==> config.mk <==
export PLATFORM = sky130hd
export DESIGN_NAME = stream_sum_top
export DESIGN_NICKNAME = d
export VERILOG_FILES = /design/src/stream_sum_pkg.sv /design/src/axi_skid_buffer.sv /design/src/beat_framer.sv /design/src/packet_summer.sv /design/src/stream_sum_top.sv
export SDC_FILE = /design/constraint.sdc
export NUM_CORES = 1
export LEC_CHECK = 0
export ABC_AREA = 1
export BUFFER_PORTS_ARGS = -buffer_cell sky130_fd_sc_hd__buf_4
export CAP_MARGIN = 20
export CELL_PAD_IN_SITES_DETAIL_PLACEMENT = 2
export CELL_PAD_IN_SITES_GLOBAL_PLACEMENT = 2
export CORE_AREA = 2 2 230 187
export CTS_CLUSTER_DIAMETER = 50
export DETAILED_ROUTE_END_ITERATION = 7
export DIE_AREA = 0 0 232 189
export PLACE_DENSITY_LB_ADDON = 0.15
export SYNTH_ARGS = -nofsm -noshare
export SYNTH_HDL_FRONTEND = slang
export SYNTH_SLANG_ARGS = --single-unit
==> constraint.sdc <==
create_clock -name i_axi_aclk -period 3.1 [get_ports i_axi_aclk]
set_input_delay 0.155 -clock i_axi_aclk [delete_from_list [all_inputs] [get_ports i_axi_aclk]]
set_output_delay 0.155 -clock i_axi_aclk [all_outputs]
set_load 0.02 [all_outputs]
==> src/stream_sum_pkg.sv <==
`default_nettype none

package stream_sum_pkg;

    // ##############################
    // Widths
    // ##############################

    // Width of one stream word and of the running sum.
    localparam int DATA_W = 32;

    // Beat counts go up to 256, so one bit more than the length field.
    localparam int CNT_W = 9;

    // ##############################
    // Payload types
    // ##############################

    // Configured packet length. Zero stands for 256 beats.
    typedef logic [7:0] pkt_len_t;

    // One word of a packet, with the flag on its final beat.
    typedef struct packed {
        logic [DATA_W-1:0] data;
        logic              last;
    } beat_t;

    // Per-packet result, the sum modulo 2^32 and the number of beats.
    typedef struct packed {
        logic [DATA_W-1:0] sum;
        logic [CNT_W-1:0]  beats;
    } result_t;

endpackage : stream_sum_pkg

`default_nettype wire

==> src/axi_skid_buffer.sv <==
`timescale 1ns/1ps
`default_nettype none

// Skid buffer with every port driven or received by a flop.
// Entry 0 is the head and feeds o_rd_data directly.
module axi_skid_buffer #(
    parameter type T     = stream_sum_pkg::beat_t,
    parameter int  SKID4 = 0
) (
    input  wire logic  i_axi_aclk,
    input  wire logic  i_axi_aresetn,

    // Write side.
    input  wire logic  i_wr_valid,
    output logic       o_wr_ready,
    input  wire T      i_wr_data,

    // Read side.
    output logic       o_rd_valid,
    input  wire logic  i_rd_ready,
    output logic [2:0] o_rd_count,
    output T           o_rd_data
);

    localparam int DEPTH = (SKID4 != 0) ? 4 : 2;

    logic       r_wr_ready;
    logic       r_rd_valid;
    logic [2:0] r_count;
    logic [2:0] w_next_count;
    logic [2:0] w_wr_idx;
    logic       w_wr_xfer;
    logic       w_rd_xfer;

    T r_mem       [DEPTH];
    T w_slot_next [DEPTH];

    assign w_wr_xfer = i_wr_valid & r_wr_ready;
    assign w_rd_xfer = r_rd_valid & i_rd_ready;

    // A word written while the head leaves lands one slot lower.
    assign w_wr_idx = w_rd_xfer ? (r_count - 3'd1) : r_count;

    // ##############################
    // Occupancy and handshake flops
    // ##############################

    always_comb begin
        w_next_count = r_count;
        if (w_wr_xfer && !w_rd_xfer) begin
            w_next_count = r_count + 3'd1;
        end else if (!w_wr_xfer && w_rd_xfer) begin
            w_next_count = r_count - 3'd1;
        end
    end

    // Ready and valid look ahead to the next count so that both stay registered.
    always_ff @(posedge i_axi_aclk or negedge i_axi_aresetn) begin
        if (!i_axi_aresetn) begin
            r_wr_ready <= 1'b0;
            r_rd_valid <= 1'b0;
            r_count    <= 3'd0;
        end else begin
            r_count    <= w_next_count;
            r_wr_ready <= (w_next_count < 3'(DEPTH));
            r_rd_valid <= (w_next_count != 3'd0);
        end
    end

    // ##############################
    // Entry storage
    // ##############################

    generate
        for (genvar i = 0; i < DEPTH; i++) begin : gen_slot
            if (i == DEPTH - 1) begin : gen_tail
                // Nothing sits above the last slot, so only a write changes it.
                assign w_slot_next[i] = (w_wr_xfer && (w_wr_idx == 3'(i))) ? i_wr_data :
                                                                             r_mem[i];
            end else begin : gen_body
                assign w_slot_next[i] = (w_wr_xfer && (w_wr_idx == 3'(i))) ? i_wr_data :
                                        w_rd_xfer                          ? r_mem[i + 1] :
                                                                             r_mem[i];
            end
        end
    endgenerate

    always_ff @(posedge i_axi_aclk) begin
        r_mem <= w_slot_next;
    end

    assign o_wr_ready = r_wr_ready;
    assign o_rd_valid = r_rd_valid;
    assign o_rd_count = r_count;
    assign o_rd_data  = r_mem[0];

endmodule : axi_skid_buffer

`default_nettype wire

==> src/beat_framer.sv <==
`timescale 1ns/1ps
`default_nettype none

// Cuts the raw word stream into packets and flags the final beat of each one.
module beat_framer (
    input  wire logic                                 i_axi_aclk,
    input  wire logic                                 i_axi_aresetn,
    input  wire stream_sum_pkg::pkt_len_t             i_pkt_len,

    input  wire logic                                 i_valid,
    output logic                                      o_ready,
    input  wire logic [stream_sum_pkg::DATA_W-1:0]    i_data,

    output logic                                      o_valid,
    input  wire logic                                 i_ready,
    output stream_sum_pkg::beat_t                     o_beat
);

    logic [stream_sum_pkg::CNT_W-1:0] r_idx;
    logic [stream_sum_pkg::CNT_W-1:0] w_target;
    stream_sum_pkg::pkt_len_t         r_len;
    stream_sum_pkg::pkt_len_t         w_len;
    logic                             w_first;
    logic                             w_last;
    logic                             w_xfer;

    assign w_xfer  = i_valid & i_ready;
    assign w_first = (r_idx == '0);

    // The first beat takes its length straight from the input.
    assign w_len    = w_first ? i_pkt_len : r_len;
    assign w_target = (w_len == '0) ? 9'd256 : {1'b0, w_len};
    assign w_last   = ((r_idx + 9'd1) == w_target);

    always_ff @(posedge i_axi_aclk or negedge i_axi_aresetn) begin
        if (!i_axi_aresetn) begin
            r_idx <= '0;
            r_len <= '0;
        end else if (w_xfer) begin
            if (w_first) begin
                r_len <= i_pkt_len;
            end
            r_idx <= w_last ? '0 : (r_idx + 9'd1);
        end
    end

    assign o_valid     = i_valid;
    assign o_ready     = i_ready;
    assign o_beat.data = i_data;
    assign o_beat.last = w_last;

endmodule : beat_framer

`default_nettype wire

==> src/packet_summer.sv <==
`timescale 1ns/1ps
`default_nettype none

// Adds up the words of each packet and hands out one result per packet.
module packet_summer (
    input  wire logic                    i_axi_aclk,
    input  wire logic                    i_axi_aresetn,

    input  wire logic                    i_beat_valid,
    output logic                         o_beat_ready,
    input  wire stream_sum_pkg::beat_t   i_beat,

    output logic                         o_res_valid,
    input  wire logic                    i_res_ready,
    output stream_sum_pkg::result_t      o_res
);

    logic [stream_sum_pkg::DATA_W-1:0] r_sum;
    logic [stream_sum_pkg::DATA_W-1:0] w_sum_next;
    logic [stream_sum_pkg::CNT_W-1:0]  r_cnt;
    logic [stream_sum_pkg::CNT_W-1:0]  w_cnt_next;
    logic                              r_res_valid;
    stream_sum_pkg::result_t           r_res;
    logic                              w_beat_xfer;
    logic                              w_res_xfer;
    logic                              w_beat_ready;

    // Input stalls only while a finished result is still waiting.
    assign w_beat_ready = ~r_res_valid | i_res_ready;
    assign w_beat_xfer  = i_beat_valid & w_beat_ready;
    assign w_res_xfer   = r_res_valid & i_res_ready;

    assign w_sum_next = r_sum + i_beat.data;
    assign w_cnt_next = r_cnt + 9'd1;

    // ##############################
    // Accumulators
    // ##############################

    always_ff @(posedge i_axi_aclk or negedge i_axi_aresetn) begin
        if (!i_axi_aresetn) begin
            r_sum       <= '0;
            r_cnt       <= '0;
            r_res_valid <= 1'b0;
        end else begin
            if (w_beat_xfer) begin
                r_sum <= i_beat.last ? '0 : w_sum_next;
                r_cnt <= i_beat.last ? '0 : w_cnt_next;
            end

            if (w_beat_xfer && i_beat.last) begin
                r_res_valid <= 1'b1;
            end else if (w_res_xfer) begin
                r_res_valid <= 1'b0;
            end
        end
    end

    // The result includes the closing beat itself.
    always_ff @(posedge i_axi_aclk) begin
        if (w_beat_xfer && i_beat.last) begin
            r_res.sum   <= w_sum_next;
            r_res.beats <= w_cnt_next;
        end
    end

    assign o_beat_ready = w_beat_ready;
    assign o_res_valid  = r_res_valid;
    assign o_res        = r_res;

endmodule : packet_summer

`default_nettype wire

==> src/stream_sum_top.sv <==
`timescale 1ns/1ps
`default_nettype none

// Packet checksum engine.
// Framer and summer are decoupled by a four-deep buffer, and the result port
// is driven from a two-deep buffer.
module stream_sum_top (
    input  wire logic                              i_axi_aclk,
    input  wire logic                              i_axi_aresetn,
    input  wire stream_sum_pkg::pkt_len_t          i_pkt_len,

    input  wire logic                              i_s_valid,
    output logic                                   o_s_ready,
    input  wire logic [stream_sum_pkg::DATA_W-1:0] i_s_data,

    output logic                                   o_res_valid,
    input  wire logic                              i_res_ready,
    output stream_sum_pkg::result_t                o_res,

    output logic [2:0]                             o_beat_fill
);

    logic                    w_frm_valid;
    logic                    w_frm_ready;
    stream_sum_pkg::beat_t   w_frm_beat;

    logic                    w_buf_valid;
    logic                    w_buf_ready;
    stream_sum_pkg::beat_t   w_buf_beat;

    logic                    w_sum_valid;
    logic                    w_sum_ready;
    stream_sum_pkg::result_t w_sum_res;

    beat_framer u_beat_framer (
        .i_axi_aclk    (i_axi_aclk),
        .i_axi_aresetn (i_axi_aresetn),
        .i_pkt_len     (i_pkt_len),
        .i_valid       (i_s_valid),
        .o_ready       (o_s_ready),
        .i_data        (i_s_data),
        .o_valid       (w_frm_valid),
        .i_ready       (w_frm_ready),
        .o_beat        (w_frm_beat)
    );

    axi_skid_buffer #(
        .T     (stream_sum_pkg::beat_t),
        .SKID4 (1)
    ) u_beat_buffer (
        .i_axi_aclk    (i_axi_aclk),
        .i_axi_aresetn (i_axi_aresetn),
        .i_wr_valid    (w_frm_valid),
        .o_wr_ready    (w_frm_ready),
        .i_wr_data     (w_frm_beat),
        .o_rd_valid    (w_buf_valid),
        .i_rd_ready    (w_buf_ready),
        .o_rd_count    (o_beat_fill),
        .o_rd_data     (w_buf_beat)
    );

    packet_summer u_packet_summer (
        .i_axi_aclk    (i_axi_aclk),
        .i_axi_aresetn (i_axi_aresetn),
        .i_beat_valid  (w_buf_valid),
        .o_beat_ready  (w_buf_ready),
        .i_beat        (w_buf_beat),
        .o_res_valid   (w_sum_valid),
        .i_res_ready   (w_sum_ready),
        .o_res         (w_sum_res)
    );

    // Its fill level is not reported.
    axi_skid_buffer #(
        .T     (stream_sum_pkg::result_t),
        .SKID4 (0)
    ) u_result_buffer (
        .i_axi_aclk    (i_axi_aclk),
        .i_axi_aresetn (i_axi_aresetn),
        .i_wr_valid    (w_sum_valid),
        .o_wr_ready    (w_sum_ready),
        .i_wr_data     (w_sum_res),
        .o_rd_valid    (o_res_valid),
        .i_rd_ready    (i_res_ready),
        .o_rd_count    (),
        .o_rd_data     (o_res)
    );

endmodule : stream_sum_top

`default_nettype wire

==> results of run 1 <==
cell usage after synthesis (all sizes together) (3+ instances only):
library cell / number
inv: 137
nor2: 81
xnor2: 10
nor3: 7
nand3: 56
and2: 12
a21oi: 45
o21a: 3
clkbuf: 16
ha: 38
o22ai: 4
edfxtp: 255
dfrtp: 69
xor2: 25
a22o: 7
nand3b: 11
nand2: 362
nand4: 7
buf: 64
a21o: 3
mux2: 41
o21ai: 147
where the power goes:
group / switching, W / leakage (nW) / internal, W
Combinational: 0.00533 / 3.62 / 0.00245
Sequential: 0.000772 / 3.31 / 0.00705
Clock: 0.00179 / 0.622 / 0.00275
Total: 0.00789 / 7.55 / 0.0122
cell families (layout without fill, tap and decap cells):
family | count (synthesis) | in the layout
AO/OA/AOI/OAI | 216 | 216
XOR/XNOR | 35 | 35
adder cells (fa/ha/maj) | 39 | 39
buffers and inverters | 218 | 345
flip-flops | 324 | 324
multiplexers | 41 | 41
AND/OR/NAND/NOR | 539 | 539
worst max-delay path by stage:
stage | end
after floorplan | u_beat_buffer.r_mem[0]
after global placement | u_packet_summer.o_res[39]
after detailed placement | u_packet_summer.o_res[31]
after CTS | u_packet_summer.r_sum[18]
after global routing | u_packet_summer.r_sum[18]
final | u_packet_summer.o_res[31]
final cells by class:
class                   instances  area (um^2)  area share, %
clock buffers                  50         1090           6.13
flip-flops and latches        324         9380           52.8
clock inverters                19          191           1.08
multi-input cells             870         4750           26.7
repair buffers                138         1160           6.50
well taps                     552          691           3.88
inverters                     138          519           2.92
layer usage:
| layer | track usage [%] | vias to the layer above | part of all wire [%] |
|---|---|---|---|
| li1 | - | 4941 | - |
| met1 | 26.7 | 5108 | 51 |
| met2 | 28.6 | 126 | 45 |
| met3 | 2.56 | 42 | 3.3 |
| met4 | 4.34 | 0 | 1.4 |
| met5 | 0 | - | 0 |
sequential cells by signal, indices dropped and copies added (netlist names), 3 cells and up:
signal                      cells
u_beat_framer.r_len             8
u_result_buffer.o_rd_data      41
u_beat_buffer.o_rd_data        33
u_packet_summer.r_sum          32
u_packet_summer.o_res          41
u_beat_buffer.o_rd_count        3
u_result_buffer.o_rd_count      3
u_packet_summer.r_cnt           9
u_beat_framer.r_idx             9
u_result_buffer.r_mem          41
u_beat_buffer.r_mem            99
tightest hold or removal path: cells and delay by family:
family | cells | cell delay [ns]
buf+inv | 2 | 0.19
simple gates | 2 | 0.15
compound gates | 1 | 0.08
repair_timing:
| item | in CTS | in global routing |
|---|---|---|
| hold buffers | 33 | 0 |
| endpoints found under the setup margin | 0 | 0 |
| endpoints found under the hold margin | 91 | 0 |
through the flow:
| stage | worst slack, ns | utilization [%] | total power, W | instances |
|---|---|---|---|---|
| after floorplan | 0.0990 | - | 0.0129 | 1412 |
| after global placement | 0.618 | 39.0 | 0.0152 | 1989 |
| after detailed placement | 0.519 | 39.0 | 0.0157 | 1989 |
| after CTS | 0.494 | 42.9 | 0.0204 | 2091 |
| after global routing | 0.241 | 42.9 | 0.0216 | 2091 |
| final | 0.538 | 42.9 | 0.0201 | 2091 |
==> impl_results.md, run 1 <==
- Status: finished clean
- Commonest cells after routing, fill and taps aside: nand2_1 (342), edfxtp_1 (255), inv_1 (128), buf_4 (102), o21ai_0 (96)
- Maxcap violations: 0
- Clock slew at reported path FFs: 0.06 ns
- Via count of the first global-routing pass: 11,100
- Final instance area: 17,800 um^2
- Hold Path End: u_beat_framer.r_len[5]
- Synth Warn #: 0
- TritonCTS clock tree: built
- Worst r2r src: u_packet_summer.r_sum[0]
- Startpoint Class: register
- CP max-delay cell: o21ai_0
- Distinct cells, synth: 40
- Commonest non-fill, non-tap cell in the layout: nand2_1
- First-pass detailed-route iteration total: 4
- LEAKAGE: 7.55 nW
- I/O Pins: 90
- DR vias: 10,200
- Drt total wl: 39.3 mm
- Slew @ Worst Pin: 0.752 ns
- Fraction of registers with async set or reset after synthesis: 21.3%
- CP Data Arrival Time: 2.83 ns
- R2R Path End: u_packet_summer.o_res[31]
- Synth top area share: 50.4%
- Worst Path Max Fanout: 3
- Final Skew: 0.0185 ns
- Mapped Nets: 1,495
- Slowest stage delay, CP: 0.46 ns
- Critical-path cell list: ha_1 > inv_1 > fa_1 > inv_1 > nand3_1 > nand2_1 > a21oi_1 > o21ai_0 > nand2_1 > nand2_1 > nand2_1 > and2_1
- Share of cells above drive strength 1: 16.4%
- Xor and xnor area share after synthesis: 2.02%
- EDFF count, synth: 255
- Area delta synth->final: 17.0%
- Pin count of the biggest net entering global routing: 66
- Final HPWL from detailed placement: 28.2 mm
- Final min period: 2.56 ns
- Post-route ant nets: 0
- Main combinational cell family by area after synthesis: simple AND/OR/NAND/NOR gates
- Nets: 1,594
- P per Cell Area: 1130 nW/um^2
- Routed vias/inst: 4.89
- Core area: 41,500 um^2
- CTS Buffer Depth: 3
- Total CTS buffers: 39
- Worst R2R Path Depth: 12
- Chip Width: 232 um
- Avg WL per Cell: 18.8 um
- Worst Hold Launch: i_pkt_len[5]
- Peak supply drop: 0.000399 V
- Largest area contributor in the netlist: edfxtp_1
- Initial antenna violation count: 1
- GR Overflow Total: 0
- Worst EP required: 3.37 ns
- Delay-heaviest family, CP: simple AND/OR/NAND/NOR gates
- RSZ-0062 raised after global routing: false
- # rows: 67
- Skew-Pair Late Insertion Delay: 0.53 ns
- Gr usage total: 18.2%
- First-pass GRT wire length: 62.5 mm
- Fin. max-slew vios: 0
- Setup Buffers After CTS: 0
- CTS sink count: 324
- Sequential element share of the synthesized area: 61.7%
- Initial DRC count: 492
- Worst Path Buf+Inv: 2
- Final Hold Fails: 0
- Mux share of post-synthesis cell area: 3.04%
- Yosys reg bits: 324
- WS Path Type: register to register
- Nature of the critical path endpoint: register
- # port buffers: 89
- Area contributors post-synth: edfxtp_1 (50%), dfrtp_1 (11%), nand2_1 (8.5%)
- Residual DRC count: 0
- # diodes: 0
- Synth Flop Type: edfxtp_1
- Cells after Synth: 1,412
- Post-CTS sizing: 0
- Initial core utilization: 36.6%
- Min-Delay Path Class: input port to register
- Layout fillers: 4,326
- Synth Area in Adders: 3.26%
- WHS Path Cells: 5
- CP most frequent cell: nand2_1
- Setup TNS: 0 ns
- Worst Setup SP: u_packet_summer.r_sum[0]
- H-tree Lvls: 2
- Die area: 43,800 um^2
- R2R setup slack: 0.54 ns
- GPL Wtd Cong: 0.801
- Critical path depth: 12
- Max-slew headroom: 49.9%
- Die Span Y: 189 um
- FMAX: 0.390 GHz
- CTS Root Cell: clkbuf_16
- Final setup viols: 0
- Avg Synthesized Cell Area: 10.8 um^2
- Final Hold Slack: 0.0905 ns
- Compound-Gate Fraction of Synth Area: 7.59%
- Simple-gate share of the synthesized area: 15.2%
- Final worst path period share: 82.6%
- Mapped Area: 15,200 um^2
- Placed cell area: 16,200 um^2
No activity file was read; power rests on OpenSTA's default activity.
==> run 2, diff against run 1 <==
==> constraint.sdc (replaced) <==
create_clock -name i_axi_aclk -period 2.2 [get_ports i_axi_aclk]
set_input_delay 0.11 -clock i_axi_aclk [delete_from_list [all_inputs] [get_ports i_axi_aclk]]
set_output_delay 0.11 -clock i_axi_aclk [all_outputs]
set_load 0.02 [all_outputs]
==> run 2 against run 1 <==
Compared with the run above: register-to-register slack worse by 0.57 ns; critical path depth down 3; sequential power increased by 43%; final cell count grew 5.5%; via count grew 6.2%; combinational power is 100% higher; critical path type unchanged; the flow now finishes with violations (negative setup slack); highest routed layer unchanged; maximum frequency is 15% higher; sequential cell count unchanged; die area unchanged; design area rose by 11%; clock power increased by 57%.
==> impl_results.md, run 2 (same netlist as run 1, synthesis figures left out) <==
- Post-route ant nets: 0 (unchanged)
- Die Span Y: 189 um (unchanged)
- Critical path endpoint: u_packet_summer.o_res[37] (was u_packet_summer.o_res[31])
- Initial antenna violation count: 1 (unchanged)
- Initial DRC count: 421 (was 492)
- Sw Share: 38.9% (was 39.2%)
- CP Data Arrival Time: 2.52 ns (was 2.83 ns)
- Area delta synth->final: 30.1% (was 17.0%)
- Worst Path Max Fanout: 4 (was 3)
- P per Cell Area: 1720 nW/um^2 (was 1130 nW/um^2)
- Residual DRC count: 0 (unchanged)
- Maxcap violations: 0 (unchanged)
- WS Path Type: register to register (unchanged)
- Startpoint Class: register (unchanged)
- Skew-Pair Late Insertion Delay: 0.53 ns (about the same)
- Chip Width: 232 um (unchanged)
- R2R Path End: u_packet_summer.o_res[37] (was u_packet_summer.o_res[31])
- Share of cells above drive strength 1: 31.6% (was 16.4%)
- LEAKAGE: 8.31 nW (was 7.55 nW)
- FF/Latch Area: 9390 um^2 (was 9380 um^2)
- Gr usage total: 19.7% (was 18.2%)
- Max reg flops: 99 (unchanged)
- First-pass GRT wire length: 67.7 mm (was 62.5 mm)
- Failing checks: negative setup slack
- Worst Setup SP: u_beat_buffer.o_rd_data[16] (was u_packet_summer.r_sum[0])
- Worst EP required: 2.49 ns (was 3.37 ns)
- Status: finished with violations (was finished clean)
- Fin. max-slew vios: 0 (unchanged)
- CTS Root Cell: clkbuf_16 (unchanged)
- Nets: 1,707 (was 1,594)
- Drt total wl: 44.5 mm (was 39.3 mm)
- Clock Power Share: 20.9% (was 22.5%)
- Commonest cells after routing, fill and taps aside: nand2_1 (297), edfxtp_1 (255), buf_4 (198), inv_1 (118), o21ai_0 (78) (was nand2_1 (342), edfxtp_1 (255), inv_1 (128), buf_4 (102), o21ai_0 (96))
- Core area: 41,500 um^2 (unchanged)
- H-tree Lvls: 2 (unchanged)
- First-pass detailed-route iteration total: 4 (unchanged)
- CTS sink count: 324 (unchanged)
- Final Hold Slack: 0.0225 ns (was 0.0905 ns)
- Die area: 43,800 um^2 (unchanged)
- Final Skew: 0.00940 ns (was 0.0185 ns)
- RSZ-0062 raised after global routing: true (was false)
- Peak supply drop: 0.000708 V (was 0.000399 V)
- GR Overflow Total: 0 (unchanged)
- Commonest non-fill, non-tap cell in the layout: nand2_1 (unchanged)
- Worst Hold Launch: i_pkt_len[7] (was i_pkt_len[5])
- Clock slew at reported path FFs: 0.06 ns (about the same)
- Layout fillers: 4,218 (was 4,326)
- R2R setup slack: -0.03 ns (was 0.54 ns)
- Via count of the first global-routing pass: 11,800 (was 11,100)
- # port buffers: 89 (unchanged)
- I/O Pins: 90 (unchanged)
- Slew @ Worst Pin: 0.581 ns (was 0.752 ns)
- Final Worst Setup Slack: -0.0269 ns (was 0.538 ns)
- Placed cell area: 17,000 um^2 (was 16,200 um^2)
- Min-Delay Path Class: input port to register (unchanged)
- CTS Buffer Depth: 3 (unchanged)
- Final Hold Fails: 0 (unchanged)
- TritonCTS clock tree: built (unchanged)
- Initial core utilization: 36.6% (unchanged)
- Final HPWL from detailed placement: 29.8 mm (was 28.2 mm)
- Final setup viols: 2 (was 0)
- DR vias: 10,800 (was 10,200)
- Reg power frac: 32.9% (was 38.8%)
- Final min period: 2.23 ns (was 2.56 ns)
- Final worst path period share: 101% (was 82.6%)
- Total CTS buffers: 40 (was 39)
- Sw power: 0.0132 W (was 0.00789 W)
- Routed vias/inst: 4.92 (was 4.89)
- Max-slew headroom: 61.3% (was 49.9%)
- Worst R2R Path Depth: 9 (was 12)
- Nature of the critical path endpoint: register (unchanged)
- Pin count of the biggest net entering global routing: 65 (was 66)
- Worst r2r src: u_beat_buffer.o_rd_data[16] (was u_packet_summer.r_sum[0])
- Pre-CTS WS: -0.203 ns (was 0.519 ns)
- FMAX: 0.449 GHz (was 0.390 GHz)
- Combinational fraction of design power: 46.2% (was 38.7%)
- GPL Wtd Cong: 0.814 (was 0.801)
- Register with the most flip-flops: u_beat_buffer.r_mem (unchanged)
- Avg WL per Cell: 20.2 um (was 18.8 um)
- # rows: 67 (unchanged)
- Final instance area: 19,800 um^2 (was 17,800 um^2)
- Multi-input gate area: 5590 um^2 (was 4750 um^2)
- Overall Power: 0.0340 W (was 0.0201 W)
- Internal power: 0.0207 W (was 0.0122 W)
- # diodes: 0 (unchanged)
[run 2: final cells by class]
cell class                      instances  share of cell area, %
Clock buffer                           53                   5.72
Clock inverter                         19                   1.49
Sequential cell                       324                   47.5
Multi-Input combinational cell        871                   28.3
Tap cell                              552                   3.49
Timing Repair Buffer                  249                   10.9
Inverter                              138                   2.64
[run 2: routing by layer]
metal | vias up | GRT usage (%) | wire length (um)
met1 | 5498 | 28.7 | 21800
met2 | 133 | 31.3 | 20600
met5 | - | 0 | 0
li1 | 5172 | - | -
met4 | 0 | 4.04 | 709
met3 | 43 | 2.80 | 1260
[run 2: metrics by stage]
stage | setup TNS (ns) | std cells | util [%]
floorplan | -6.24 | 1412 | -
global placement | -0.346 | 2072 | 40.9
detailed placement | -2.74 | 2072 | 40.9
CTS | -0.0376 | 2180 | 45.8
global route | -4.81 | 2206 | 47.7
finish | -0.0304 | 2206 | 47.7
[run 2: what timing repair did]
item / 4_1_cts / 5_1_grt
endpoints found under the setup margin: 40 / 269
setup buffers: 3 / 24
gates resized for setup: 58 / 150
gates cloned: 0 / 3
hold buffers: 33 / 0
endpoints found under the hold margin: 155 / 0
pin swaps: 9 / 58
[run 2: power groups by stage]
stage / Sequential (W) / Combinational (W) / Clock (W)
3_5_place_dp: 0.0111 / 0.0130 / 0
3_3_place_gp: 0.0109 / 0.0124 / 0
2_1_floorplan: 0.0106 / 0.00760 / 0
5_1_grt: 0.0114 / 0.0172 / 0.00751
4_1_cts: 0.0111 / 0.0138 / 0.00728
6_report: 0.0112 / 0.0157 / 0.00710
[run 2: worst min path at each step]
stage                                             end  cells after the start  slack, ns
final                          u_beat_framer.r_len[7]                      5       0.02
after global routing           u_beat_framer.r_len[7]                      5        0.1
after CTS                      u_beat_framer.r_len[7]                      5      0.009
after detailed placement       u_beat_framer.r_len[4]                      1        0.1
after global placement         u_beat_framer.r_len[4]                      1       0.09
after floorplan           u_beat_buffer.o_rd_count[0]                      0      -0.19
[run 2: worst max-delay path, stage by stage, from the launching register on]
cell and delay [ns]:
edfxtp_1 0.40, ha_2 0.43, nand2_1 0.15, o21ai_0 0.38, a21oi_1 0.19, nor2_1 0.12
nor2_1 0.06, nand2_1 0.07, nand2_1 0.06, and2_4 0.13
